<file path="src/proxy_cfg.svh">
`ifndef PROXY_CFG_SVH
`define PROXY_CFG_SVH

// Memory port geometry
`define PROXY_ADDR_W 16
`define PROXY_DATA_W 32
`define PROXY_DATA_BYTES 4

// Longest burst carried by one command
`define PROXY_BURST_MAX 4

// Wait after the memory init pulse before polling rdy
`define PROXY_INIT_DEBOUNCE 8

// Acknowledge timeout, counted from the first request of a command
`define PROXY_TIMEOUT_CYCLES 64

`endif

</file>
<file path="src/proxy_pkg.sv">
`default_nettype none
`include "proxy_cfg.svh"

package proxy_pkg;

    // ------------------------------
    // Codes and states
    // ------------------------------
    typedef enum logic [1:0] {
        CMD_NOP   = 2'd0,
        CMD_READ  = 2'd1,
        CMD_WRITE = 2'd2,
        CMD_CLEAR = 2'd3
    } cmd_code_e;

    typedef enum logic [3:0] {
        ST_RESET          = 4'd0,
        ST_INIT_DEBOUNCE  = 4'd1,
        ST_INIT_PENDING   = 4'd2,
        ST_IDLE           = 4'd3,
        ST_READ_REQ       = 4'd4,
        ST_READ_PENDING   = 4'd5,
        ST_WRITE_REQ      = 4'd6,
        ST_WRITE_PENDING  = 4'd7,
        ST_CLEAR_REQ      = 4'd8,
        ST_CLEAR_DEBOUNCE = 4'd9,
        ST_CLEAR_PENDING  = 4'd10,
        ST_DONE           = 4'd11,
        ST_TIMEOUT        = 4'd12
    } proxy_state_e;

    typedef enum logic [1:0] {
        STATUS_RESET = 2'd0,
        STATUS_READY = 2'd1,
        STATUS_BUSY  = 2'd2
    } status_code_e;

    // ------------------------------
    // Payloads
    // ------------------------------
    // Word count of a burst, also used as the word index
    typedef logic [$clog2(`PROXY_BURST_MAX+1)-1:0] burst_len_t;

    // Burst size in bytes
    typedef logic [$clog2(`PROXY_BURST_MAX*`PROXY_DATA_BYTES+1)-1:0] burst_size_t;

    typedef logic [`PROXY_BURST_MAX-1:0][`PROXY_DATA_W-1:0] burst_data_t;

    typedef struct packed {
        cmd_code_e               code;
        logic [`PROXY_ADDR_W-1:0] addr;
        burst_len_t              len;
        burst_data_t             wr_data;
    } proxy_cmd_t;

    typedef struct packed {
        logic                     init;
        logic                     req;
        logic                     wr;
        logic [`PROXY_ADDR_W-1:0] addr;
        logic [`PROXY_DATA_W-1:0] wr_data;
    } mem_req_t;

    typedef struct packed {
        logic                     rdy;
        logic                     wr_ack;
        logic                     rd_ack;
        logic [`PROXY_DATA_W-1:0] rd_data;
    } mem_rsp_t;

    typedef struct packed {
        status_code_e code;
        logic         done;
        logic         error;
        logic         timeout;
        burst_size_t  burst_size;
    } proxy_status_t;

endpackage : proxy_pkg

`default_nettype wire

</file>
<file path="src/cmd_latch.sv">
`timescale 1ns/1ps
`default_nettype none

module cmd_latch (
    input  logic                  clk,
    input  logic                  local_srst,
    input  logic                  cmd_valid,
    input  proxy_pkg::proxy_cmd_t cmd,
    input  logic                  accept,
    output logic                  req,
    output proxy_pkg::proxy_cmd_t cur_cmd,
    output proxy_pkg::burst_len_t burst_len
);
    import proxy_pkg::*;

    // ------------------------------
    // Pending request
    // ------------------------------
    // Set by the host strobe, dropped once the FSM sits in idle
    always_ff @(posedge clk) begin
        if (local_srst) begin
            req <= 1'b0;
        end else if (cmd_valid) begin
            req <= 1'b1;
        end else if (accept) begin
            req <= 1'b0;
        end
    end

    // ------------------------------
    // Command capture
    // ------------------------------
    // Length of zero runs a single word
    always_ff @(posedge clk) begin
        if (cmd_valid) begin
            cur_cmd <= cmd;
            if (cmd.len == '0) begin
                burst_len <= burst_len_t'(1);
            end else begin
                burst_len <= cmd.len;
            end
        end
    end

endmodule : cmd_latch

`default_nettype wire

</file>
<file path="src/proxy_fsm.sv">
`timescale 1ns/1ps
`include "proxy_cfg.svh"
`default_nettype none

module proxy_fsm (
    input  logic                    clk,
    input  logic                    local_srst,
    input  logic                    req,
    input  proxy_pkg::proxy_cmd_t   cur_cmd,
    input  proxy_pkg::burst_len_t   burst_len,
    input  proxy_pkg::mem_rsp_t     mem_rsp,
    output logic                    accept,
    output logic                    init_done,
    output proxy_pkg::mem_req_t     mem_req,
    output proxy_pkg::proxy_state_e state,
    output proxy_pkg::burst_len_t   word,
    output logic                    done_pulse,
    output logic                    error_pulse,
    output logic                    timeout_pulse
);
    import proxy_pkg::*;

    // One timer serves both the debounce and the ack timeout
    localparam int TIMER_MAX = (`PROXY_TIMEOUT_CYCLES > `PROXY_INIT_DEBOUNCE) ?
                               `PROXY_TIMEOUT_CYCLES : `PROXY_INIT_DEBOUNCE;
    localparam int TIMER_W   = $clog2(TIMER_MAX + 1);
    localparam int IDX_W     = $clog2(`PROXY_BURST_MAX);

    proxy_state_e       nxt_state;
    logic [TIMER_W-1:0] timer;
    logic               reset_timer;
    logic               inc_timer;
    logic               reset_word;
    logic               inc_word;
    logic               rd_req;
    logic               wr_req;
    logic               mem_init;
    logic               debounce_hit;
    logic               timeout_hit;
    logic               last_word;

    assign debounce_hit = (timer == TIMER_W'(`PROXY_INIT_DEBOUNCE));
    assign timeout_hit  = (timer == TIMER_W'(`PROXY_TIMEOUT_CYCLES));
    assign last_word    = (word >= burst_len - burst_len_t'(1));

    // ------------------------------
    // State machine
    // ------------------------------
    always_ff @(posedge clk) begin
        if (local_srst) begin
            state <= ST_RESET;
        end else begin
            state <= nxt_state;
        end
    end

    always_comb begin
        nxt_state     = state;
        accept        = 1'b0;
        init_done     = 1'b1;
        mem_init      = 1'b0;
        rd_req        = 1'b0;
        wr_req        = 1'b0;
        reset_timer   = 1'b0;
        inc_timer     = 1'b0;
        reset_word    = 1'b0;
        inc_word      = 1'b0;
        done_pulse    = 1'b0;
        error_pulse   = 1'b0;
        timeout_pulse = 1'b0;
        case (state)
            ST_RESET: begin
                init_done   = 1'b0;
                mem_init    = 1'b1;
                reset_timer = 1'b1;
                nxt_state   = ST_INIT_DEBOUNCE;
            end
            ST_INIT_DEBOUNCE: begin
                init_done = 1'b0;
                inc_timer = 1'b1;
                if (debounce_hit) begin
                    nxt_state = ST_INIT_PENDING;
                end
            end
            ST_INIT_PENDING: begin
                init_done = 1'b0;
                if (mem_rsp.rdy) begin
                    nxt_state = ST_IDLE;
                end
            end
            ST_IDLE: begin
                accept      = 1'b1;
                reset_timer = 1'b1;
                reset_word  = 1'b1;
                if (req) begin
                    case (cur_cmd.code)
                        CMD_READ:  nxt_state = ST_READ_REQ;
                        CMD_WRITE: nxt_state = ST_WRITE_REQ;
                        CMD_CLEAR: nxt_state = ST_CLEAR_REQ;
                        default:   nxt_state = ST_DONE;
                    endcase
                end
            end
            ST_READ_REQ: begin
                inc_timer = 1'b1;
                rd_req    = 1'b1;
                if (mem_rsp.rdy) begin
                    nxt_state = ST_READ_PENDING;
                end
            end
            ST_READ_PENDING: begin
                inc_timer = 1'b1;
                if (mem_rsp.rd_ack) begin
                    inc_word  = 1'b1;
                    nxt_state = last_word ? ST_DONE : ST_READ_REQ;
                end else if (timeout_hit) begin
                    nxt_state = ST_TIMEOUT;
                end
            end
            ST_WRITE_REQ: begin
                inc_timer = 1'b1;
                wr_req    = 1'b1;
                if (mem_rsp.rdy) begin
                    nxt_state = ST_WRITE_PENDING;
                end
            end
            ST_WRITE_PENDING: begin
                inc_timer = 1'b1;
                if (mem_rsp.wr_ack) begin
                    inc_word  = 1'b1;
                    nxt_state = last_word ? ST_DONE : ST_WRITE_REQ;
                end else if (timeout_hit) begin
                    nxt_state = ST_TIMEOUT;
                end
            end
            // Clear repeats the init sequence with the timer already at zero
            ST_CLEAR_REQ: begin
                inc_timer = 1'b1;
                mem_init  = 1'b1;
                nxt_state = ST_CLEAR_DEBOUNCE;
            end
            ST_CLEAR_DEBOUNCE: begin
                inc_timer = 1'b1;
                if (debounce_hit) begin
                    nxt_state = ST_CLEAR_PENDING;
                end
            end
            ST_CLEAR_PENDING: begin
                if (mem_rsp.rdy) begin
                    nxt_state = ST_DONE;
                end
            end
            ST_DONE: begin
                done_pulse = 1'b1;
                nxt_state  = ST_IDLE;
            end
            ST_TIMEOUT: begin
                timeout_pulse = 1'b1;
                nxt_state     = ST_IDLE;
            end
            default: begin
                error_pulse = 1'b1;
                nxt_state   = ST_IDLE;
            end
        endcase
    end

    // ------------------------------
    // Timer and burst word count
    // ------------------------------
    always_ff @(posedge clk) begin
        if (local_srst || reset_timer) begin
            timer <= '0;
        end else if (inc_timer) begin
            timer <= timer + TIMER_W'(1);
        end
    end

    always_ff @(posedge clk) begin
        if (local_srst || reset_word) begin
            word <= '0;
        end else if (inc_word) begin
            word <= word + burst_len_t'(1);
        end
    end

    // Memory port, one word per request
    assign mem_req.init    = mem_init;
    assign mem_req.req     = rd_req || wr_req;
    assign mem_req.wr      = wr_req;
    assign mem_req.addr    = cur_cmd.addr + `PROXY_ADDR_W'(word);
    assign mem_req.wr_data = cur_cmd.wr_data[word[IDX_W-1:0]];

endmodule : proxy_fsm

`default_nettype wire

</file>
<file path="src/proxy_top.sv">
`timescale 1ns/1ps
`default_nettype none

module proxy_top (
    input  logic                     clk,
    input  logic                     local_srst,
    input  logic                     cmd_valid,
    input  proxy_pkg::proxy_cmd_t    cmd,
    input  logic                     status_rd,
    input  proxy_pkg::mem_rsp_t      mem_rsp,
    output logic                     init_done,
    output proxy_pkg::mem_req_t      mem_req,
    output proxy_pkg::proxy_status_t status,
    output proxy_pkg::burst_data_t   rd_data
);
    import proxy_pkg::*;

    // ------------------------------
    // Internal connections
    // ------------------------------
    logic         req;
    logic         accept;
    proxy_cmd_t   cur_cmd;
    burst_len_t   burst_len;
    proxy_state_e state;
    burst_len_t   word;
    logic         done_pulse;
    logic         error_pulse;
    logic         timeout_pulse;

    cmd_latch i_cmd_latch (
        .clk        (clk),
        .local_srst (local_srst),
        .cmd_valid  (cmd_valid),
        .cmd        (cmd),
        .accept     (accept),
        .req        (req),
        .cur_cmd    (cur_cmd),
        .burst_len  (burst_len)
    );

    proxy_fsm i_proxy_fsm (
        .clk           (clk),
        .local_srst    (local_srst),
        .req           (req),
        .cur_cmd       (cur_cmd),
        .burst_len     (burst_len),
        .mem_rsp       (mem_rsp),
        .accept        (accept),
        .init_done     (init_done),
        .mem_req       (mem_req),
        .state         (state),
        .word          (word),
        .done_pulse    (done_pulse),
        .error_pulse   (error_pulse),
        .timeout_pulse (timeout_pulse)
    );

    result_regs i_result_regs (
        .clk           (clk),
        .local_srst    (local_srst),
        .state         (state),
        .word          (word),
        .mem_rsp       (mem_rsp),
        .req           (req),
        .burst_len     (burst_len),
        .done_pulse    (done_pulse),
        .error_pulse   (error_pulse),
        .timeout_pulse (timeout_pulse),
        .status_rd     (status_rd),
        .status        (status),
        .rd_data       (rd_data)
    );

endmodule : proxy_top

`default_nettype wire

</file>
<file path="src/result_regs.sv">
`timescale 1ns/1ps
`include "proxy_cfg.svh"
`default_nettype none

module result_regs (
    input  logic                     clk,
    input  logic                     local_srst,
    input  proxy_pkg::proxy_state_e  state,
    input  proxy_pkg::burst_len_t    word,
    input  proxy_pkg::mem_rsp_t      mem_rsp,
    input  logic                     req,
    input  proxy_pkg::burst_len_t    burst_len,
    input  logic                     done_pulse,
    input  logic                     error_pulse,
    input  logic                     timeout_pulse,
    input  logic                     status_rd,
    output proxy_pkg::proxy_status_t status,
    output proxy_pkg::burst_data_t   rd_data
);
    import proxy_pkg::*;

    localparam int IDX_W = $clog2(`PROXY_BURST_MAX);

    status_code_e status_code;
    logic         status_done;
    logic         status_error;
    logic         status_timeout;
    burst_size_t  status_burst_size;
    logic         clear_flags;

    // A new command or a status read drops the sticky flags
    assign clear_flags = req || status_rd;

    // Read words land at the index of the word being acknowledged
    always_ff @(posedge clk) begin
        if (mem_rsp.rd_ack) begin
            rd_data[word[IDX_W-1:0]] <= mem_rsp.rd_data;
        end
    end

    // ------------------------------
    // Status
    // ------------------------------
    always_ff @(posedge clk) begin
        if (local_srst) begin
            status_code       <= STATUS_RESET;
            status_done       <= 1'b0;
            status_error      <= 1'b0;
            status_timeout    <= 1'b0;
            status_burst_size <= '0;
        end else begin
            // Reset code holds through the whole init sequence
            case (state)
                ST_RESET,
                ST_INIT_DEBOUNCE,
                ST_INIT_PENDING: status_code <= STATUS_RESET;
                ST_IDLE:         status_code <= STATUS_READY;
                default:         status_code <= STATUS_BUSY;
            endcase
            if (done_pulse) begin
                status_done <= 1'b1;
            end else if (clear_flags) begin
                status_done <= 1'b0;
            end
            if (error_pulse) begin
                status_error <= 1'b1;
            end else if (clear_flags) begin
                status_error <= 1'b0;
            end
            if (timeout_pulse) begin
                status_timeout <= 1'b1;
            end else if (clear_flags) begin
                status_timeout <= 1'b0;
            end
            // Size in bytes of the burst that completed
            if (timeout_pulse) begin
                status_burst_size <= '0;
            end else if (done_pulse) begin
                status_burst_size <= burst_size_t'(burst_len) *
                                     burst_size_t'(`PROXY_DATA_BYTES);
            end else if (req) begin
                status_burst_size <= '0;
            end
        end
    end

    assign status = '{
        code:       status_code,
        done:       status_done,
        error:      status_error,
        timeout:    status_timeout,
        burst_size: status_burst_size
    };

endmodule : result_regs

`default_nettype wire

</file>
<file path="config.mk">
export PLATFORM = sky130hd
export DESIGN_NAME = proxy_top
export DESIGN_NICKNAME = d
export VERILOG_FILES = /design/src/proxy_pkg.sv /design/src/cmd_latch.sv /design/src/proxy_fsm.sv /design/src/proxy_top.sv /design/src/result_regs.sv
export VERILOG_INCLUDE_DIRS = /design/src
export SDC_FILE = /design/constraint.sdc
export NUM_CORES = 1
export LEC_CHECK = 0
export BUFFER_PORTS_ARGS = -buffer_cell sky130_fd_sc_hd__buf_4
export CAP_MARGIN = 20
export CORE_MARGIN = 2
export CORE_UTILIZATION = 54
export CTS_CLUSTER_SIZE = 10
export DETAILED_ROUTE_END_ITERATION = 16
export PLACE_DENSITY = 0.92
export SLEW_MARGIN = 20
export SYNTH_ARGS = -nofsm -noshare
export SYNTH_HDL_FRONTEND = slang
export SYNTH_HIERARCHICAL = 1
export SYNTH_SLANG_ARGS = --single-unit
export TNS_END_PERCENT = 50
</file>
<file path="constraint.sdc">
create_clock -name clk -period 5.8 [get_ports clk]
set_input_delay 0.87 -clock clk [delete_from_list [all_inputs] [get_ports clk]]
set_output_delay 0.87 -clock clk [all_outputs]
set_load 0.05 [all_outputs]
</file>
==> impl_metrics.py, run 1 <==
metrics = {
    "clocking": {
        "clockRootBuffer": "clkbuf_16",
        "clkLatencyLatePin_ns": 0.50,
        "postCtsSetupRepairBufs": 0,
        "numClockSinks": 300,
        "cts_resized": 0,
        "cts-hold-fix-buffers": 0,
        "htreeDepth": 2,
        "cts_tree": "done",
        "clk_pin_slew_ns": 0.05,
        "cts_buffer_depth": 3,
        "cts_buffers": 36,
    },
    "layout": {
        "area_delta_synth_final_pct": 37.7,
        "diodes": 0,
        "fin_nets": 1144,
        "drive_above_1_share_pct": 49.2,
        "fin_area_sq_um": 15000,
    },
    "power": {
        "ir_worst_vdd_uv": 372,
        "leakagePower_uw": 0.00585,
        "power_uw": 5340,
        "power_density_nw_per_um2": 355,
    },
    "timing": {
        "period_share_pct": 70.3,
        "fin_tns_setup_ns": 0,
        "setup_viol": 0,
        "timing.hold.ws_ns": 0.513,
        "maxSlewHeadroom_pct": 29.3,
        "drv_slew": 0,
        "tightest_slew_ns": 1.06,
        "finClkSkew_ns": 0.0117,
        "fmax_ghz": 0.245,
        "post-route-min-period_ns": 4.07,
        "rsz0062_at_grt": "no",
        "hold_violations": 0,
    },
    "placed_design": {
        "dp_hpwl_mm": 18.2,
        "numPortBuffers": 375,
        "post_dp_cell_area_sq_um": 14000,
        "place_congestion": 0.869,
    },
    "logic_synthesis": {
        "yosysWarnings": 6,
        "avgSynthCellArea_sq_um": 20.0,
        "syn-cell-area_sq_um": 10900,
        "netlist_instances": 546,
    },
    "grt": {
        "globalRouteTotalUtil_pct": 24.1,
        "antenna_found_initial": 0,
        "grt_pass1_vias": 6497,
        "grt_overflow": 0,
        "grt_pass1_wl_mm": 38.4,
        "grt_max_degree": 98,
    },
    "critical_path": {
        "worstPathArrival_ns": 3.20,
        "timing.rr.start": "i_proxy_fsm/word[1]",
        "start_kind": "flip-flop",
        "path_class": "reg -> out",
        "crit_fanout": 41,
        "r2r_cells": 2,
        "worst-r2r-setup-slack_ns": 3.37,
        "cp-end-kind": "output pin",
        "critPathCapture": "mem_req[46]",
        "cp_data_required_time_ns": 4.93,
        "startpoint": "i_proxy_fsm/word[1]",
        "rr_endpoint": "i_result_regs/rd_data[67]",
    },
    "status": {
        "status": "finished, final reports clean",
    },
    "die": {
        "core_sq_um": 20000,
        "rows": 52,
        "ios": 378,
        "chipHeight_um": 146,
        "die_w_um": 146,
        "initial_core_util_pct": 54.5,
        "dieArea_sq_um": 21400,
    },
    "route": {
        "wl_mm": 26.3,
        "num_vias": 6535,
        "wire_per_inst_um": 21.3,
        "dr.pass1.iters": 5,
        "drc_errors": 0,
        "drt_iter0_drc": 423,
        "ant_nets": 0,
        "viasPerCell": 5.29,
    },
    "min_path": {
        "hp-class": "reg -> reg",
    },
    "run": {
        "cap_violations": 0,
    },
}
[critical path, stage by stage, from the launching register on]
cell,delay [ns]
dfxtp_2,1.01
inv_1,0.16
fa_1,0.48
inv_1,0.07
a21o_1,0.13
nor2b_1,0.30
nand3_1,0.16
xnor2_1,0.18
buf_4,0.22
[layout by cell type, fill, tap and decap left out, types with 3 or more instances in the layout]
| master | count |
|---|---|
| xor2_1 | 9 |
| dfxtp_1 | 21 |
| clkbuf_16 | 37 |
| ha_1 | 12 |
| a21oi_1 | 16 |
| nor2_1 | 22 |
| nand2_1 | 17 |
| xnor2_1 | 13 |
| nand3_1 | 7 |
| clkbuf_1 | 19 |
| mux4_2 | 32 |
| a21o_1 | 3 |
| or3b_1 | 6 |
| and3_1 | 4 |
| nor3_1 | 8 |
| edfxtp_1 | 277 |
| o21ai_0 | 3 |
| nand2b_1 | 3 |
| nand4_1 | 6 |
| inv_1 | 20 |
| buf_4 | 379 |
[how the worst min path moves through the flow]
stage	from	end	slack (ns)	cells after the start
2_1_floorplan	i_proxy_fsm/state[2]	i_result_regs/status_code[1]	0.44	2
3_3_place_gp	i_proxy_fsm/timer[5]	i_proxy_fsm/timer[5]	0.49	2
3_5_place_dp	i_proxy_fsm/timer[5]	i_proxy_fsm/timer[5]	0.51	2
4_1_cts	i_proxy_fsm/timer[5]	i_proxy_fsm/timer[5]	0.52	2
5_1_grt	cmd[24]	i_cmd_latch/cur_cmd[24]	0.52	1
6_report	i_proxy_fsm/timer[5]	i_proxy_fsm/timer[5]	0.51	2
[layout make-up]
type | count | area [sq um]
sequential | 300 | 8780
timing repair buffer | 380 | 2860
clock buffer | 57 | 1010
multi-input combinational | 203 | 1940
fill | 1109 | 5000
tap | 270 | 338
clock inverter | 4 | 28.8
inverter | 22 | 82.6
[flip-flops by register name, summed over array words and instances (netlist names)]
signal and flops:
i_cmd_latch/burst_len 3, i_cmd_latch/cur_cmd 146, i_cmd_latch/req 1, i_proxy_fsm/state 4, i_proxy_fsm/timer 7, i_proxy_fsm/word 3, i_result_regs/rd_data 128, i_result_regs/status_burst_size 3
i_result_regs/status_code 2, i_result_regs/status_done 1, i_result_regs/status_error 1, i_result_regs/status_timeout 1
[per-stage QoR]
stage / instances / util [%] / worst slack (ns)
2_1_floorplan: 547 / - / 2.04
3_3_place_gp: 1175 / 69.9 / 2.34
3_5_place_dp: 1175 / 69.9 / 2.25
4_1_cts: 1236 / 75.1 / 1.70
5_1_grt: 1236 / 75.1 / 1.57
6_report: 1236 / 75.1 / 1.73
[routing by layer]
metal  part of all wire (%)  vias up  track usage, %
met5                      0        -               0
met4                    2.7        0            8.74
met3                    8.5       50            6.38
met2                     54      386            43.4
met1                     35     3177            28.0
li1                       -     2922               -
[power by group]
group	switching [uW]	total [uW]	internal (uW)	leakage (uW)
clock	792	1980	1190	0.000496
sequential	81.2	2580	2500	0.00282
combinational	480	773	293	0.00253
total	1350	5340	3990	0.00585
Note: power is estimated with default switching activity, not from simulation.
==> run 2, diff against run 1 <==
--- a/config.mk
+++ b/config.mk
@@ -9,10 +9,10 @@
 export BUFFER_PORTS_ARGS = -buffer_cell sky130_fd_sc_hd__buf_4
 export CAP_MARGIN = 20
 export CORE_MARGIN = 2
-export CORE_UTILIZATION = 54
+export CORE_UTILIZATION = 50
 export CTS_CLUSTER_SIZE = 10
 export DETAILED_ROUTE_END_ITERATION = 16
-export PLACE_DENSITY = 0.92
+export PLACE_DENSITY = 0.87
 export SLEW_MARGIN = 20
 export SYNTH_ARGS = -nofsm -noshare
 export SYNTH_HDL_FRONTEND = slang
==> constraint.sdc (replaced) <==
create_clock -name clk -period 4 [get_ports clk]
set_input_delay 0.6 -clock clk [delete_from_list [all_inputs] [get_ports clk]]
set_output_delay 0.6 -clock clk [all_outputs]
set_load 0.05 [all_outputs]
==> impl_metrics.py, run 2 (synthesis results as in run 1) <==
metrics = {
    "run": {
        "cap_violations": 0,
    },
    "clocking": {
        "cts_resized": 0,
        "clkLatencyLatePin_ns": 0.51,
        "numClockSinks": 300,
        "cts_buffers": 36,
        "htreeDepth": 2,
        "cts-hold-fix-buffers": 0,
        "cts_tree": "done",
        "clockRootBuffer": "clkbuf_16",
        "clk_pin_slew_ns": 0.06,
        "postCtsSetupRepairBufs": 0,
        "cts_buffer_depth": 3,
    },
    "min_path": {
        "hp-class": "in -> reg",
    },
    "placed_design": {
        "numPortBuffers": 375,
        "post_dp_cell_area_sq_um": 14000,
        "dp_hpwl_mm": 18.1,
        "place_congestion": 0.818,
    },
    "power": {
        "power_density_nw_per_um2": 518,
        "leakagePower_uw": 0.00588,
        "ir_worst_vdd_uv": 400,
    },
    "route": {
        "wire_per_inst_um": 20.6,
        "wl_mm": 25.6,
        "viasPerCell": 5.22,
        "dr.pass1.iters": 4,
        "drc_errors": 0,
        "drt_iter0_drc": 298,
        "num_vias": 6515,
        "ant_nets": 0,
    },
    "grt": {
        "grt_pass1_wl_mm": 36.3,
        "globalRouteTotalUtil_pct": 21.4,
        "grt_overflow": 0,
        "antenna_found_initial": 0,
        "grt_max_degree": 88,
        "grt_pass1_vias": 6579,
    },
    "timing": {
        "fin_tns_setup_ns": 0,
        "tightest_slew_ns": 0.977,
        "fmax_ghz": 0.325,
        "hold_violations": 0,
        "setup_viol": 0,
        "finClkSkew_ns": 0.0175,
        "rsz0062_at_grt": "no",
        "post-route-min-period_ns": 3.08,
        "period_share_pct": 77.0,
        "drv_slew": 0,
        "maxSlewHeadroom_pct": 34.7,
    },
    "layout": {
        "diodes": 0,
        "nFillCells": 1325,
        "final_cell_mix": "382 x buf_4, 277 x edfxtp_1, 38 x clkbuf_16",
        "drive_above_1_share_pct": 49.3,
        "largest_register": "i_cmd_latch/cur_cmd",
        "fin_nets": 1147,
        "area_delta_synth_final_pct": 38.3,
        "fin_area_sq_um": 15100,
        "layout_commonest_cell": "buf_4",
        "largest_register_ffs": 146,
    },
    "critical_path": {
        "path_class": "reg -> out",
        "worstPathArrival_ns": 2.48,
        "worst-r2r-setup-slack_ns": 1.58,
        "crit_fanout": 4,
        "crit_top_cell": "inv_1",
        "slowest_delay_ns": 0.39,
        "cp_data_required_time_ns": 3.40,
        "start_kind": "flip-flop",
        "cp-end-kind": "output pin",
        "cp_cell_sequence": "ha_1 > inv_1 > fa_1 > inv_1 > a21o_1 > nor2b_1 > nand3_1 > xnor2_1 > buf_4",
        "cp_slowest_cell": "fa_1",
    },
    "die": {
        "core_sq_um": 21600,
        "ios": 378,
        "dieArea_sq_um": 23000,
        "chipHeight_um": 152,
        "rows": 54,
        "die_w_um": 152,
        "initial_core_util_pct": 50.5,
    },
    "status": {
        "status": "finished, final reports clean",
    },
}
[run 2: cell count changes in the layout (fill, tap and decap cells not counted)]
cell        delta
buf_4          +3
bufinv_16      +1
clkbuf_8       -1
clkinv_8       +1
inv_6          -2
clkbuf_1       -1
clkinvlp_4     -1
clkbuf_16      +1
[run 2: per-stage QoR]
step,utilization [%],total power (uW),worst slack (ns),hold slack (ns),cells
finish,69.9,7830,0.920,0.269,1247
detailed placement,64.9,4930,1.47,0.503,1188
global route,69.9,8100,0.721,0.249,1247
global placement,64.9,4900,1.53,0.485,1188
floorplan,-,4500,0.511,0.437,547
CTS,69.9,7890,0.920,0.246,1247
[run 2: per-layer routing]
layer	up-vias	global-route usage, %	wire [um]
li1	2927	-	-
met1	3183	24.2	9150
met2	353	37.5	13200
met3	52	7.22	2530
met4	0	8.29	756
met5	-	0	0
[run 2: where the power goes]
group | total [uW] | switching, uW | internal [uW]
logic | 1130 | 707 | 427
registers | 3740 | 114 | 3630
clock network | 2950 | 1150 | 1800
[run 2: cell type report]
class / instances / area [sq um] / share of cell area [%]
flip-flops and latches: 300 / 8780 / 58.1
repair buffers: 383 / 2880 / 19.1
multi-input cells: 203 / 1940 / 12.9
clock buffers: 56 / 1020 / 6.74
well taps: 280 / 350 / 2.32
inverters: 22 / 82.6 / 0.547
clock inverters: 3 / 50.0 / 0.331
[run 2: final timing paths]
path | from | end | depth (start not counted)
setup / recovery | i_cmd_latch/cur_cmd[131] | mem_req[46] | 9
hold reg to reg | i_proxy_fsm/timer[5] | i_proxy_fsm/timer[5] | 2
setup reg to reg | i_proxy_fsm/word[0] | i_proxy_fsm/state[3] | 8
hold / removal | cmd[27] | i_cmd_latch/cur_cmd[27] | 1
[run 2: worst max-delay path: cells and delay by family (launching register included)]
family,cells,cell delay (ns)
adder cells (fa/ha/maj),2,0.56
AO/OA/AOI/OAI,1,0.13
buffers and inverters,3,0.35
flip-flops,1,0.33
AND/OR/NAND/NOR,2,0.43
XOR/XNOR,1,0.18
